--- config.mk ---
export PLATFORM = sky130hd
export DESIGN_NAME = iv_top
export DESIGN_NICKNAME = d
export VERILOG_FILES = /design/src/iv_pkg.sv /design/src/iv_request_latch.sv /design/src/iv_sequencer.sv /design/src/iv_stack_engine.sv /design/src/iv_step_decode.sv /design/src/iv_top.sv
export VERILOG_INCLUDE_DIRS = /design/src /design/src/src
export SDC_FILE = /design/constraint.sdc
export NUM_CORES = 1
export LEC_CHECK = 0
export BUFFER_PORTS_ARGS = -buffer_cell sky130_fd_sc_hd__clkbuf_2
export CAP_MARGIN = 0
export CORE_ASPECT_RATIO = 1.2
export CORE_UTILIZATION = 45
export CTS_CLUSTER_DIAMETER = 80
export DETAILED_ROUTE_END_ITERATION = 7
export PLACE_DENSITY = 0.73
export SYNTH_ARGS = -nofsm -noshare
export SYNTH_HDL_FRONTEND = slang
export SYNTH_SLANG_ARGS = --single-unit
--- constraint.sdc ---
create_clock -name clk -period 5.2 [get_ports clk]
set_input_delay 0.52 -clock clk [delete_from_list [all_inputs] [get_ports clk]]
set_output_delay 0.52 -clock clk [all_outputs]
set_load 0.05 [all_outputs]
--- src/iv_defines.svh ---
`ifndef IV_DEFINES_SVH
`define IV_DEFINES_SVH

// Interrupt vectors, vector i runs at priority i
`define IV_NUM_VECTORS 8

// Word-addressed stack, grows downward from the top word
`define IV_STACK_WORDS 64
`define IV_SP_RESET 16'd63

// Vector table rule, entry point = base + vector * stride
`define IV_ENTRY_BASE 16'h1000
`define IV_ENTRY_STRIDE 16'd32
`define IV_VEC_ENTRY(v) (`IV_ENTRY_BASE + 16'(v) * `IV_ENTRY_STRIDE)

// LR value on entry, a return through it ends the handler
`define IV_LR_MAGIC 16'hFFFF

// PC after reset
`define IV_PC_RESET 16'h0100

`endif

--- src/iv_pkg.sv ---
package iv_pkg;

	// Processor status word, MSB first
	typedef struct packed {
		logic [2:0] prev_prio;	// Priority before the running handler
		logic [7:0] rsvd_hi;	// Unused
		logic       slp;		// Sleep flag
		logic [2:0] prio;		// Current CPU priority
		logic       rsvd_lo;	// Unused
	} psw_t;

	// Micro-op codes keep the CPU instruction numbers
	typedef enum logic [6:0] {
		op_mov_w = 7'd21,	// Register to register move
		op_ld_w  = 7'd33,	// Load word
		op_st_w  = 7'd34,	// Store word
		op_none  = 7'd50	// No bus operation
	} iv_op_t;

	// Register read or written by a micro-op
	typedef enum logic [3:0] {
		src_none,
		src_pc,
		src_lr,
		src_sp,
		src_psw,
		src_cex,
		src_temp,
		src_vec_psw,	// Table PSW of the taken vector
		src_vec_entry,	// Table entry point of the taken vector
		src_magic		// Constant LR end-of-handler marker
	} iv_src_t;

	// One micro-op per sequencer step
	typedef struct packed {
		iv_op_t  op;
		iv_src_t src;
		iv_src_t dst;
		logic    sp_dec;		// Post decrement SP after a push
		logic    sp_inc;		// Pre increment SP before a pull
		logic    psw_from_temp;	// Load PSW from the temp register
		logic    rec_pre_pri;	// Save the running priority
		logic    clr_slp;		// Clear PSW.slp
		logic    clear_cex;		// Zero the CEX state
		logic    load_cex;		// Load CEX from the pulled word
		logic    last;			// Final step of the sequence
	} iv_uop_t;

	// Sequencer mode
	typedef enum logic [1:0] {
		mode_idle,
		mode_enter,
		mode_ret
	} iv_mode_t;

	// Visible CPU state
	typedef struct packed {
		logic [15:0] pc;
		logic [15:0] lr;
		logic [15:0] sp;
		psw_t        psw;
		logic [7:0]  cex;
	} iv_state_t;

endpackage

--- src/iv_request_latch.sv ---
`timescale 1ns/1ns
`include "iv_defines.svh"

module iv_request_latch (
	input  logic                       clk,
	input  logic                       rst_n,
	input  logic [`IV_NUM_VECTORS-1:0] irq,			// One-cycle request strobes
	input  logic [2:0]                 cur_prio,	// Running CPU priority
	input  logic                       accept,		// Sequencer took a vector
	input  logic [2:0]                 accept_vec,	// Vector that was taken
	output logic                       pending_valid,
	output logic [2:0]                 pending_vec
);

	logic [`IV_NUM_VECTORS-1:0] pending_q;	// Latched requests
	logic [`IV_NUM_VECTORS-1:0] pending_d;
	logic [`IV_NUM_VECTORS-1:0] clr_mask;	// Bit of the accepted vector

	// Accept clears its bit, a new strobe in the same cycle wins
	always_comb begin
		clr_mask = '0;
		if (accept) begin
			clr_mask[accept_vec] = 1'b1;
		end
		pending_d = (pending_q & ~clr_mask) | irq;
	end

	always_ff @(posedge clk or negedge rst_n) begin
		if (!rst_n) begin
			pending_q <= '0;			// Nothing pending after reset
		end else begin
			pending_q <= pending_d;
		end
	end

	// Highest pending vector strictly above the running priority
	always_comb begin
		pending_valid = 1'b0;
		pending_vec   = '0;
		for (int i = 0; i < `IV_NUM_VECTORS; i++) begin
			if (pending_q[i] && (3'(i) > cur_prio)) begin
				pending_valid = 1'b1;
				pending_vec   = 3'(i);	// Later index overrides, highest wins
			end
		end
	end

endmodule

--- src/iv_sequencer.sv ---
`timescale 1ns/1ns

module iv_sequencer (
	input  logic             clk,
	input  logic             rst_n,
	input  logic             pending_valid,	// Eligible request waiting
	input  logic [2:0]       pending_vec,
	input  logic             reti,			// Return instruction strobe
	input  logic             last,			// Final step from the decoder
	output iv_pkg::iv_mode_t mode,
	output logic [3:0]       step,
	output logic             accept,		// One-cycle pulse to the latch
	output logic [2:0]       vec_id,		// Vector of the running entry
	output logic             busy,
	output logic             entry_done,
	output logic             return_done
);

	import iv_pkg::*;

	always_ff @(posedge clk or negedge rst_n) begin
		if (!rst_n) begin
			mode   <= mode_idle;
			step   <= '0;
			accept <= 1'b0;
			vec_id <= '0;
		end else begin
			accept <= 1'b0;						// Pulse only
			case (mode)
				mode_idle: begin
					step <= '0;
					if (pending_valid) begin	// Interrupt beats reti
						mode   <= mode_enter;
						vec_id <= pending_vec;	// Hold vector for the table lookup
						accept <= 1'b1;
					end else if (reti) begin
						mode <= mode_ret;
					end
				end
				default: begin					// Entry or return in progress
					if (last) begin
						mode <= mode_idle;
						step <= '0;
					end else begin
						step <= step + 4'd1;
					end
				end
			endcase
		end
	end

	// Status straight from the state and the decoded last step
	assign busy        = (mode != mode_idle);
	assign entry_done  = (mode == mode_enter) && last;
	assign return_done = (mode == mode_ret) && last;

endmodule

--- src/iv_stack_engine.sv ---
`timescale 1ns/1ns
`include "iv_defines.svh"

module iv_stack_engine (
	input  logic              clk,
	input  logic              rst_n,
	input  iv_pkg::iv_uop_t   uop,
	input  logic [2:0]        vec_id,		// Vector table index
	input  logic              cex_load,		// External CEX instruction
	input  logic [7:0]        cex_value,
	input  logic              sleep,		// Sets PSW.slp
	output iv_pkg::iv_state_t state
);

	import iv_pkg::*;

	localparam int stk_aw = $clog2(`IV_STACK_WORDS);

	logic [15:0]     pc_q, lr_q, sp_q;
	psw_t            psw_q;
	logic [7:0]      cex_q;
	logic [15:0]     temp_q;					// Table PSW during entry
	logic [2:0]      saved_prio_q;				// Priority before entry
	logic [15:0]     stack_mem [`IV_STACK_WORDS];
	psw_t            vec_psw;
	logic [15:0]     vec_entry;
	logic [stk_aw-1:0] push_idx, pull_idx;
	logic [15:0]     src_val;					// Selected source word
	logic [15:0]     pull_val;					// Word above SP
	logic [15:0]     wr_val;
	logic            ext_ok;					// No bus operation this step

	// Vector table built from the vector number
	always_comb begin
		vec_psw      = '0;
		vec_psw.prio = vec_id;
	end
	assign vec_entry = `IV_VEC_ENTRY(vec_id);

	assign push_idx = sp_q[stk_aw-1:0];			// Store at SP
	assign pull_idx = push_idx + stk_aw'(1);	// Load from SP + 1
	assign pull_val = stack_mem[pull_idx];

	always_comb begin
		case (uop.src)
			src_pc:        src_val = pc_q;
			src_lr:        src_val = lr_q;
			src_sp:        src_val = sp_q;
			src_psw:       src_val = psw_q;
			src_cex:       src_val = {8'h00, cex_q};
			src_temp:      src_val = temp_q;
			src_vec_psw:   src_val = vec_psw;
			src_vec_entry: src_val = vec_entry;
			src_magic:     src_val = `IV_LR_MAGIC;
			default:       src_val = 16'h0000;
		endcase
	end

	// Pulls take the stack word and other writes take the source
	assign wr_val = uop.sp_inc ? pull_val : src_val;
	assign ext_ok = (uop.op == op_none);

	always_ff @(posedge clk or negedge rst_n) begin
		if (!rst_n) begin
			pc_q  <= `IV_PC_RESET;
			lr_q  <= 16'h0000;
			sp_q  <= `IV_SP_RESET;
			psw_q <= '0;
			cex_q <= 8'h00;
		end else begin
			if (ext_ok && cex_load) begin
				cex_q <= cex_value;
			end
			if (ext_ok && sleep) begin
				psw_q.slp <= 1'b1;
			end
			if (uop.op == op_ld_w || uop.op == op_mov_w) begin
				case (uop.dst)
					src_pc:   pc_q  <= wr_val;
					src_lr:   lr_q  <= wr_val;
					src_psw:  psw_q <= wr_val;
					src_cex:  cex_q <= wr_val[7:0];
					default: ;					// Temp has its own register
				endcase
			end
			if (uop.sp_dec) begin
				sp_q <= sp_q - 16'd1;
			end
			if (uop.sp_inc) begin
				sp_q <= sp_q + 16'd1;
			end
			if (uop.load_cex) begin
				cex_q <= pull_val[7:0];
			end
			if (uop.psw_from_temp) begin
				psw_q           <= temp_q;
				psw_q.prev_prio <= saved_prio_q;
			end
			if (uop.clr_slp) begin
				psw_q.slp <= 1'b0;
			end
			if (uop.clear_cex) begin
				cex_q <= 8'h00;
			end
		end
	end

	always_ff @(posedge clk) begin
		if (uop.op == op_st_w) begin
			stack_mem[push_idx] <= src_val;
		end
		if (uop.op == op_ld_w && uop.dst == src_temp) begin
			temp_q <= src_val;
		end
		if (uop.rec_pre_pri) begin
			saved_prio_q <= psw_q.prio;
		end
	end

	assign state = '{pc: pc_q, lr: lr_q, sp: sp_q, psw: psw_q, cex: cex_q};

endmodule

--- src/iv_step_decode.sv ---
`timescale 1ns/1ns

module iv_step_decode (
	input  iv_pkg::iv_mode_t mode,
	input  logic [3:0]       step,
	output iv_pkg::iv_uop_t  uop
);

	import iv_pkg::*;

	always_comb begin
		uop.op            = op_none;	// No bus operation
		uop.src           = src_none;
		uop.dst           = src_none;
		uop.sp_dec        = 1'b0;
		uop.sp_inc        = 1'b0;
		uop.psw_from_temp = 1'b0;
		uop.rec_pre_pri   = 1'b0;
		uop.clr_slp       = 1'b0;
		uop.clear_cex     = 1'b0;
		uop.load_cex      = 1'b0;
		uop.last          = 1'b0;
		if (mode == mode_enter) begin
			case (step)
				4'd0: begin					// Vector PSW into temp
					uop.op  = op_ld_w;
					uop.src = src_vec_psw;
					uop.dst = src_temp;
				end
				4'd1: begin					// Push PC
					uop.op     = op_st_w;
					uop.src    = src_pc;
					uop.sp_dec = 1'b1;
				end
				4'd2: begin					// Push LR
					uop.op     = op_st_w;
					uop.src    = src_lr;
					uop.sp_dec = 1'b1;
				end
				4'd3: begin					// Push PSW
					uop.op     = op_st_w;
					uop.src    = src_psw;
					uop.sp_dec = 1'b1;
				end
				4'd4: begin					// Push CEX, keep the old priority
					uop.op          = op_st_w;
					uop.src         = src_cex;
					uop.sp_dec      = 1'b1;
					uop.rec_pre_pri = 1'b1;
				end
				4'd5: begin
					// New PSW from the table, with prev_prio filled in and slp cleared
					uop.src           = src_temp;
					uop.dst           = src_psw;
					uop.psw_from_temp = 1'b1;
					uop.clr_slp       = 1'b1;
				end
				4'd6: begin					// Jump to the handler
					uop.op  = op_ld_w;
					uop.src = src_vec_entry;
					uop.dst = src_pc;
				end
				4'd7: begin					// LR gets the end marker
					uop.op  = op_mov_w;
					uop.src = src_magic;
					uop.dst = src_lr;
				end
				4'd8: begin					// Fresh CEX state, done
					uop.clear_cex = 1'b1;
					uop.last      = 1'b1;
				end
				default: ;
			endcase
		end else if (mode == mode_ret) begin
			case (step)
				4'd0: begin					// Pull CEX
					uop.op       = op_ld_w;
					uop.sp_inc   = 1'b1;
					uop.load_cex = 1'b1;
				end
				4'd1: begin					// Pull PSW
					uop.op     = op_ld_w;
					uop.dst    = src_psw;
					uop.sp_inc = 1'b1;
				end
				4'd2: begin					// Wake up
					uop.clr_slp = 1'b1;
				end
				4'd3: begin					// Pull LR
					uop.op     = op_ld_w;
					uop.dst    = src_lr;
					uop.sp_inc = 1'b1;
				end
				4'd4: begin					// Pull PC, done
					uop.op     = op_ld_w;
					uop.dst    = src_pc;
					uop.sp_inc = 1'b1;
					uop.last   = 1'b1;
				end
				default: ;
			endcase
		end
	end

endmodule

--- src/iv_top.sv ---
`timescale 1ns/1ns
`include "iv_defines.svh"

module iv_top (
	input  logic                       clk,
	input  logic                       rst_n,
	input  logic [`IV_NUM_VECTORS-1:0] irq,			// Interrupt strobes
	input  logic                       reti,		// Return from handler
	input  logic                       cex_load,
	input  logic [7:0]                 cex_value,
	input  logic                       sleep,
	output logic                       busy,
	output logic                       entry_done,
	output logic                       return_done,
	output logic [2:0]                 vec_id,
	output iv_pkg::iv_state_t          state
);

	import iv_pkg::*;

	logic       pending_valid;
	logic [2:0] pending_vec;
	logic       accept;
	iv_mode_t   mode;
	logic [3:0] step;
	iv_uop_t    uop;

	iv_request_latch u_iv_request_latch (
		.clk           (clk),
		.rst_n         (rst_n),
		.irq           (irq),
		.cur_prio      (state.psw.prio),	// Running priority gates requests
		.accept        (accept),
		.accept_vec    (vec_id),
		.pending_valid (pending_valid),
		.pending_vec   (pending_vec)
	);

	iv_sequencer u_iv_sequencer (
		.clk           (clk),
		.rst_n         (rst_n),
		.pending_valid (pending_valid),
		.pending_vec   (pending_vec),
		.reti          (reti),
		.last          (uop.last),
		.mode          (mode),
		.step          (step),
		.accept        (accept),
		.vec_id        (vec_id),
		.busy          (busy),
		.entry_done    (entry_done),
		.return_done   (return_done)
	);

	iv_step_decode u_iv_step_decode (
		.mode (mode),
		.step (step),
		.uop  (uop)
	);

	iv_stack_engine u_iv_stack_engine (
		.clk       (clk),
		.rst_n     (rst_n),
		.uop       (uop),
		.vec_id    (vec_id),
		.cex_load  (cex_load),
		.cex_value (cex_value),
		.sleep     (sleep),
		.state     (state)
	);

endmodule
==> run summary, run 1 <==
# rows: 127
Gate Count Post-Synth: 2396
Die W: 293 um
Post-synth EDFFs: 1043
Max_slew headroom: 0.193
Synthesized area: 45700 sq um
Final Core Density: 0.518
Top cells by count, synth: 1043 x edfxtp_1, 289 x mux4_2, 176 x nor2_1
Initial antenna violation count: 0
Final Cycle Share: 0.813
Vias in the first global route: 24630
Avg Cell Area, Syn: 19.1 sq um
Clk_skew: 0.0329 ns
Final Setup Violations: 0
DR vias: 24430
Area contributors post-synth: edfxtp_1 68%, mux4_2 14%, dfrtp_1 4.5%
WL per Instance: 27.8 um
Yosys warnings: 0
Skew-Pair Late Insertion Delay: 0.69 ns
First-pass GRT wire length: 165 mm
Seq/Total Area, Yosys: 0.734
IO Port Bufs: 97
Placer Congestion: 0.997
Cell taking the most area after synthesis: edfxtp_1
Worst-margin pin slew: 1.20 ns
CTS resizes: 0
DRT Wirelength: 113 mm
Remaining DRCs: 0
Crit. End Element: register
Period minus WS final: 4.23 ns
Final Max Tran Viols: 0
CP max FO: 36
Initial Utilization: 0.456
DRT Pass-1 Iters: 5
Cts bufs inserted: 104
Routed Antenna Nets: 0
Syn-to-layout area delta: 13.6%
Largest net degree at the start of global routing: 73
CTS Sinks: 1132
Clock Path Buffers: 3
Clock-pin slew on the worst setup and hold paths: 0.06 ns
FMAX: 0.236 GHz
Crit path DAT: 4.72 ns
Overall die height: 351 um
Type of origin of the critical path: register
Share of the synthesized area in the top cell type: 0.685
Status: finished clean
Hold_buf cts: 7
Starting DRT DRC Count: 2773
CTS tree: yes
Hold Fails Final Rpt: 0
Setup TNS: 0 ns
Setup bufs post-CTS: 0
Via/cell ratio: 6.03
Root Buffer Master: clkbuf_16
RSZ-0062 raised after global routing: false
Layout cells sized above 1: 0.268
Most numerous cell in the Yosys netlist: edfxtp_1
Asr flop ratio synth: 0.0786
Crit Path Class: reg -> reg
Max cap viols: 0
Core ar.: 100000 sq um
DPL Wire Length: 69.6 mm
Post-synthesis sequential element count: 1132
Net Count, Synth: 2437
H-tree depth: 3
Yosys cell types: 79
Gr ovfl total: 0
I/O pin count: 99
Worst Hold Class: in -> reg
Final nets: 2652
Tot GR Track Use: 0.220
Worst endpoint required time: 5.69 ns
Die ar.: 103000 sq um
Most used DFF post-synth: edfxtp_1
## final timing paths
path	to	start	cells past startpoint	slack [ns]
worst max register to register	u_iv_stack_engine.stack_mem[47][12]	u_iv_sequencer.step[0]	8	0.97
worst min register to register	u_iv_request_latch.pending_q[6]	u_iv_request_latch.pending_q[6]	1	0.52
min in group asynchronous	u_iv_sequencer.mode[0]	rst_n	2	0.24
worst min-delay path	u_iv_request_latch.pending_q[5]	irq[5]	2	0.04
max in group asynchronous	u_iv_stack_engine.pc_q[10]	rst_n	3	3.72
worst max-delay path	u_iv_stack_engine.stack_mem[47][12]	u_iv_sequencer.step[0]	8	0.97
## worst max-delay path: stages, from the launching register on
cell	delay, ns
dfrtp_1	0.43
inv_1	0.11
ha_1	0.49
inv_1	0.22
a22oi_1	0.71
nand2_1	0.60
o21ai_0	0.34
a221o_2	0.72
buf_4	0.36
## sequential cells by signal, summed over array words and instances (netlist names)
register                        flops
u_iv_stack_engine.stack_mem      1024
u_iv_stack_engine.lr_q             16
u_iv_stack_engine.pc_q             16
u_iv_stack_engine.sp_q             16
u_iv_stack_engine.state            16
u_iv_stack_engine.temp_q           16
u_iv_stack_engine.cex_q             8
u_iv_request_latch.pending_q        7
u_iv_sequencer.step                 4
u_iv_sequencer.vec_id               3
u_iv_stack_engine.saved_prio_q      3
u_iv_sequencer.mode                 2
u_iv_sequencer.accept               1
## kinds of logic after synthesis
family                     Yosys count  share of synthesized area
AOI/OAI and AO/OA                  262                     0.0408
xor gates and xnor gates            20                    0.00432
adders and majority gates           21                    0.00586
buffers and inverters              153                     0.0168
DFF                               1132                      0.734
muxes                              330                      0.152
and+or+nand+nor                    478                     0.0469
## placed cells by master, fill, tap and decap left out, drive strengths merged, types with 12 or more instances in the layout
master and instances:
inv 23, nor2 176, o22ai 20, buf 138
o21ai 40, dfrtp 82, nor3 24, a22o 20
xnor2 13, ha 19, clkbuf 225, mux2i 32
edfxtp 1043, mux4 289, nand2 149, and2 12
clkinv 46, a21oi 51, nand3 43, a221o 17
a21o 23, nand4 22
## metal layers
| layer | vias to the layer above | wire length [um] | share of wire | GRT usage |
|---|---|---|---|---|
| li1 | 10186 | - | - | - |
| met1 | 12814 | 43100 | 0.38 | 0.289 |
| met2 | 1226 | 56600 | 0.50 | 0.368 |
| met3 | 204 | 9020 | 0.080 | 0.0348 |
| met4 | 0 | 3920 | 0.035 | 0.0878 |
| met5 | - | 0 | 0 | 0 |
## through the flow
step           setup WS (ns)  instances  instance area (sq um)  hold WS [ns]
2_1_floorplan         0.0624       2396                  45700         0.224
3_3_place_gp            1.26       3852                  48600         0.400
3_5_place_dp            1.07       3852                  48600         0.409
4_1_cts                 1.01       4048                  51900       0.00810
5_1_grt                0.707       4048                  51900        0.0370
6_report               0.970       4049                  52000        0.0440
## layout make-up
type | instances | area [sq um]
diodes | 1 | 2.50
clock inverters | 60 | 509
inverters | 21 | 78.8
fillers | 7669 | 48300
repair buffers | 241 | 1800
flip-flops and latches | 1132 | 33600
multi-input cells | 1111 | 11500
well taps | 1354 | 1690
clock buffers | 129 | 2780
Power of run 1 is not shown: default switching activity piles up to over one toggle a cycle in this logic, so the estimate is an artifact.
==> run 2: changes to the inputs <==
- clock period: 5.2 -> 3.65 ns (I/O delays scaled with it)
==> run summary, run 2 (same netlist as run 1, synthesis figures left out) <==
Status: finished clean
Core ar.: 100000 sq um (unchanged)
Clock-pin slew on the worst setup and hold paths: 0.07 ns (about the same)
DR vias: 24935 (+2.1%)
Final Setup Violations: 0 (unchanged)
Register name with the most flops: u_iv_stack_engine.stack_mem
Crit path DAT: 4.12 ns (-0.60 ns)
Max_slew headroom: 0.0748 (-0.118)
Flop-to-flop setup slack: 0.08 ns (-0.89 ns)
Routed Antenna Nets: 0 (unchanged)
Vias in the first global route: 25471 (+3.4%)
Initial Utilization: 0.456 (unchanged)
Max cap viols: 0 (unchanged)
Remaining DRCs: 0 (unchanged)
FMAX: 0.280 GHz (+19%)
DPL Wire Length: 74.0 mm (+6.4%)
Final hold slack: 0.141 ns (+0.0974 ns)
CTS tree: yes
Skew-Pair Late Insertion Delay: 0.69 ns (about the same)
Gr ovfl total: 0 (unchanged)
IO Port Bufs: 97 (unchanged)
Type of origin of the critical path: register
CTS Sinks: 1132 (unchanged)
DRT Wirelength: 118 mm (+4.6%)
Tot Pwr: 55.8 mW
PwrDens: 1040 nW/um^2
DRT Pass-1 Iters: 6 (+1)
# rows: 127 (unchanged)
Final Worst Setup Slack: 0.0818 ns (-0.889 ns)
Crit. End Element: register
Area after DPL: 50100 sq um (+3.0%)
Root Buffer Master: clkbuf_16
Max reg flops: 1024 (unchanged)
Worst Hold Class: in -> reg
# fillers: 7553 (-1.5%)
Overall die height: 351 um (unchanged)
Setup TNS: 0 ns (unchanged)
Placed cells: 3931 (+2.1%)
Worst endpoint required time: 4.20 ns (-1.49 ns)
First-pass GRT wire length: 172 mm (+4.3%)
Final Cycle Share: 0.978 (+0.164)
Starting DRT DRC Count: 2936 (+5.9%)
Peak VDD IR: 801 uV
Final nets: 2749 (+3.7%)
Via/cell ratio: 6.01 (-0.37%)
Cts bufs inserted: 103 (-0.96%)
Crit Path Class: reg -> reg
Final Max Tran Viols: 0 (unchanged)
Final Core Density: 0.536 (+0.0183)
Tot GR Track Use: 0.230 (+0.0101)
CP max FO: 19 (-47%)
Diode count: 0 (-1)
Final Cell Area: 53800 sq um (+3.5%)
P_leak: 18.1 nW
Clock Path Buffers: 3 (unchanged)
Placer Congestion: 0.930 (-6.6%)
Hold Fails Final Rpt: 0 (unchanged)
Clk_skew: 0.0351 ns (+0.00219 ns)
Period minus WS final: 3.57 ns (-0.661 ns)
Layout Cells excl Fill: 4148 (+2.4%)
Layout cells sized above 1: 0.297 (+0.0290)
Die ar.: 103000 sq um (unchanged)
Die W: 293 um (unchanged)
Commonest non-fill, non-tap cell in the layout: edfxtp_1
Dpl ws: 0.0621 ns (-1.01 ns)
Initial antenna violation count: 1 (+1)
Multi-input gate area: 11600 sq um (+0.34%)
Largest net degree at the start of global routing: 70 (-4.1%)
Syn-to-layout area delta: 17.6%
Worst-margin pin slew: 1.38 ns (+0.182 ns)
Commonest non-fill, non-tap cells in the layout: 1043 x edfxtp_1, 289 x mux4_2, 175 x nor2_1
I/O pin count: 99 (unchanged)
H-tree depth: 3 (unchanged)
WL per Instance: 28.4 um (+2.1%)
Register Area: 33600 sq um (unchanged)
## run 2: cell types whose count changed in the layout (fill, tap and decap cells not counted), sizes merged
| cell | previous run | this run |
|---|---|---|
| clkinv | 46 | 34 |
| buf | 138 | 226 |
| clkbuf | 225 | 229 |
| bufinv | 8 | 13 |
| clkinvlp | 4 | 9 |
| dlygate4sd3 | 7 | 17 |
| diode | 1 | 0 |
## run 2: repair_timing
| item | in CTS | in global routing |
|---|---|---|
| gates resized for setup | 0 | 7 |
| endpoints found under the hold margin | 77 | 0 |
| endpoints found under the setup margin | 0 | 5 |
| hold buffers | 17 | 0 |
| setup buffers | 0 | 10 |
## run 2: cell type report
cell class              count  area share
clock inverters            58      0.0121
flip-flops and latches   1132       0.624
multi-input cells        1111       0.215
well taps                1354      0.0315
inverters                  21     0.00154
repair buffers            339      0.0639
clock buffers             133      0.0520
## run 2: critical path, cell delays in order (launching register included)
cell and delay [ns]:
dfstp_4 0.69, ha_4 0.39, buf_12 0.28, mux4_2 0.33, mux2i_1 0.18, nor3_1 0.07
a2111oi_0 0.77, a31oi_1 0.28, a211oi_2 0.34, o21ai_1 0.09
## run 2: report_power, final
part	leakage, nW	internal (mW)	total [mW]	switching [mW]
Combinational	5.77	9.65	25.8	16.1
Sequential	10.6	18.0	18.9	0.872
Clock	1.67	6.34	11.1	4.73
## run 2: layer usage
metal  routed length, um  up-vias  track usage
li1                    -    10386            -
met1               45000    13192        0.295
met2               60500     1120        0.397
met3                7840      237       0.0303
met4                4440        0       0.0925
met5                   0        -            0
## run 2: path summary, 6_finish.rpt
| path | depth (start not counted) | start | endpoint |
|---|---|---|---|
| max reg2reg | 9 | u_iv_stack_engine.sp_q[0] | u_iv_stack_engine.lr_q[7] |
| max | 9 | u_iv_stack_engine.sp_q[0] | u_iv_stack_engine.lr_q[7] |
| min reg2reg | 1 | u_iv_request_latch.pending_q[2] | u_iv_request_latch.pending_q[2] |
| min | 4 | sleep | u_iv_stack_engine.state[12] |
| min in group asynchronous | 2 | rst_n | u_iv_stack_engine.pc_q[4] |
| max in group asynchronous | 3 | rst_n | u_iv_request_latch.pending_q[2] |
Power figures use the tool's default switching activity.
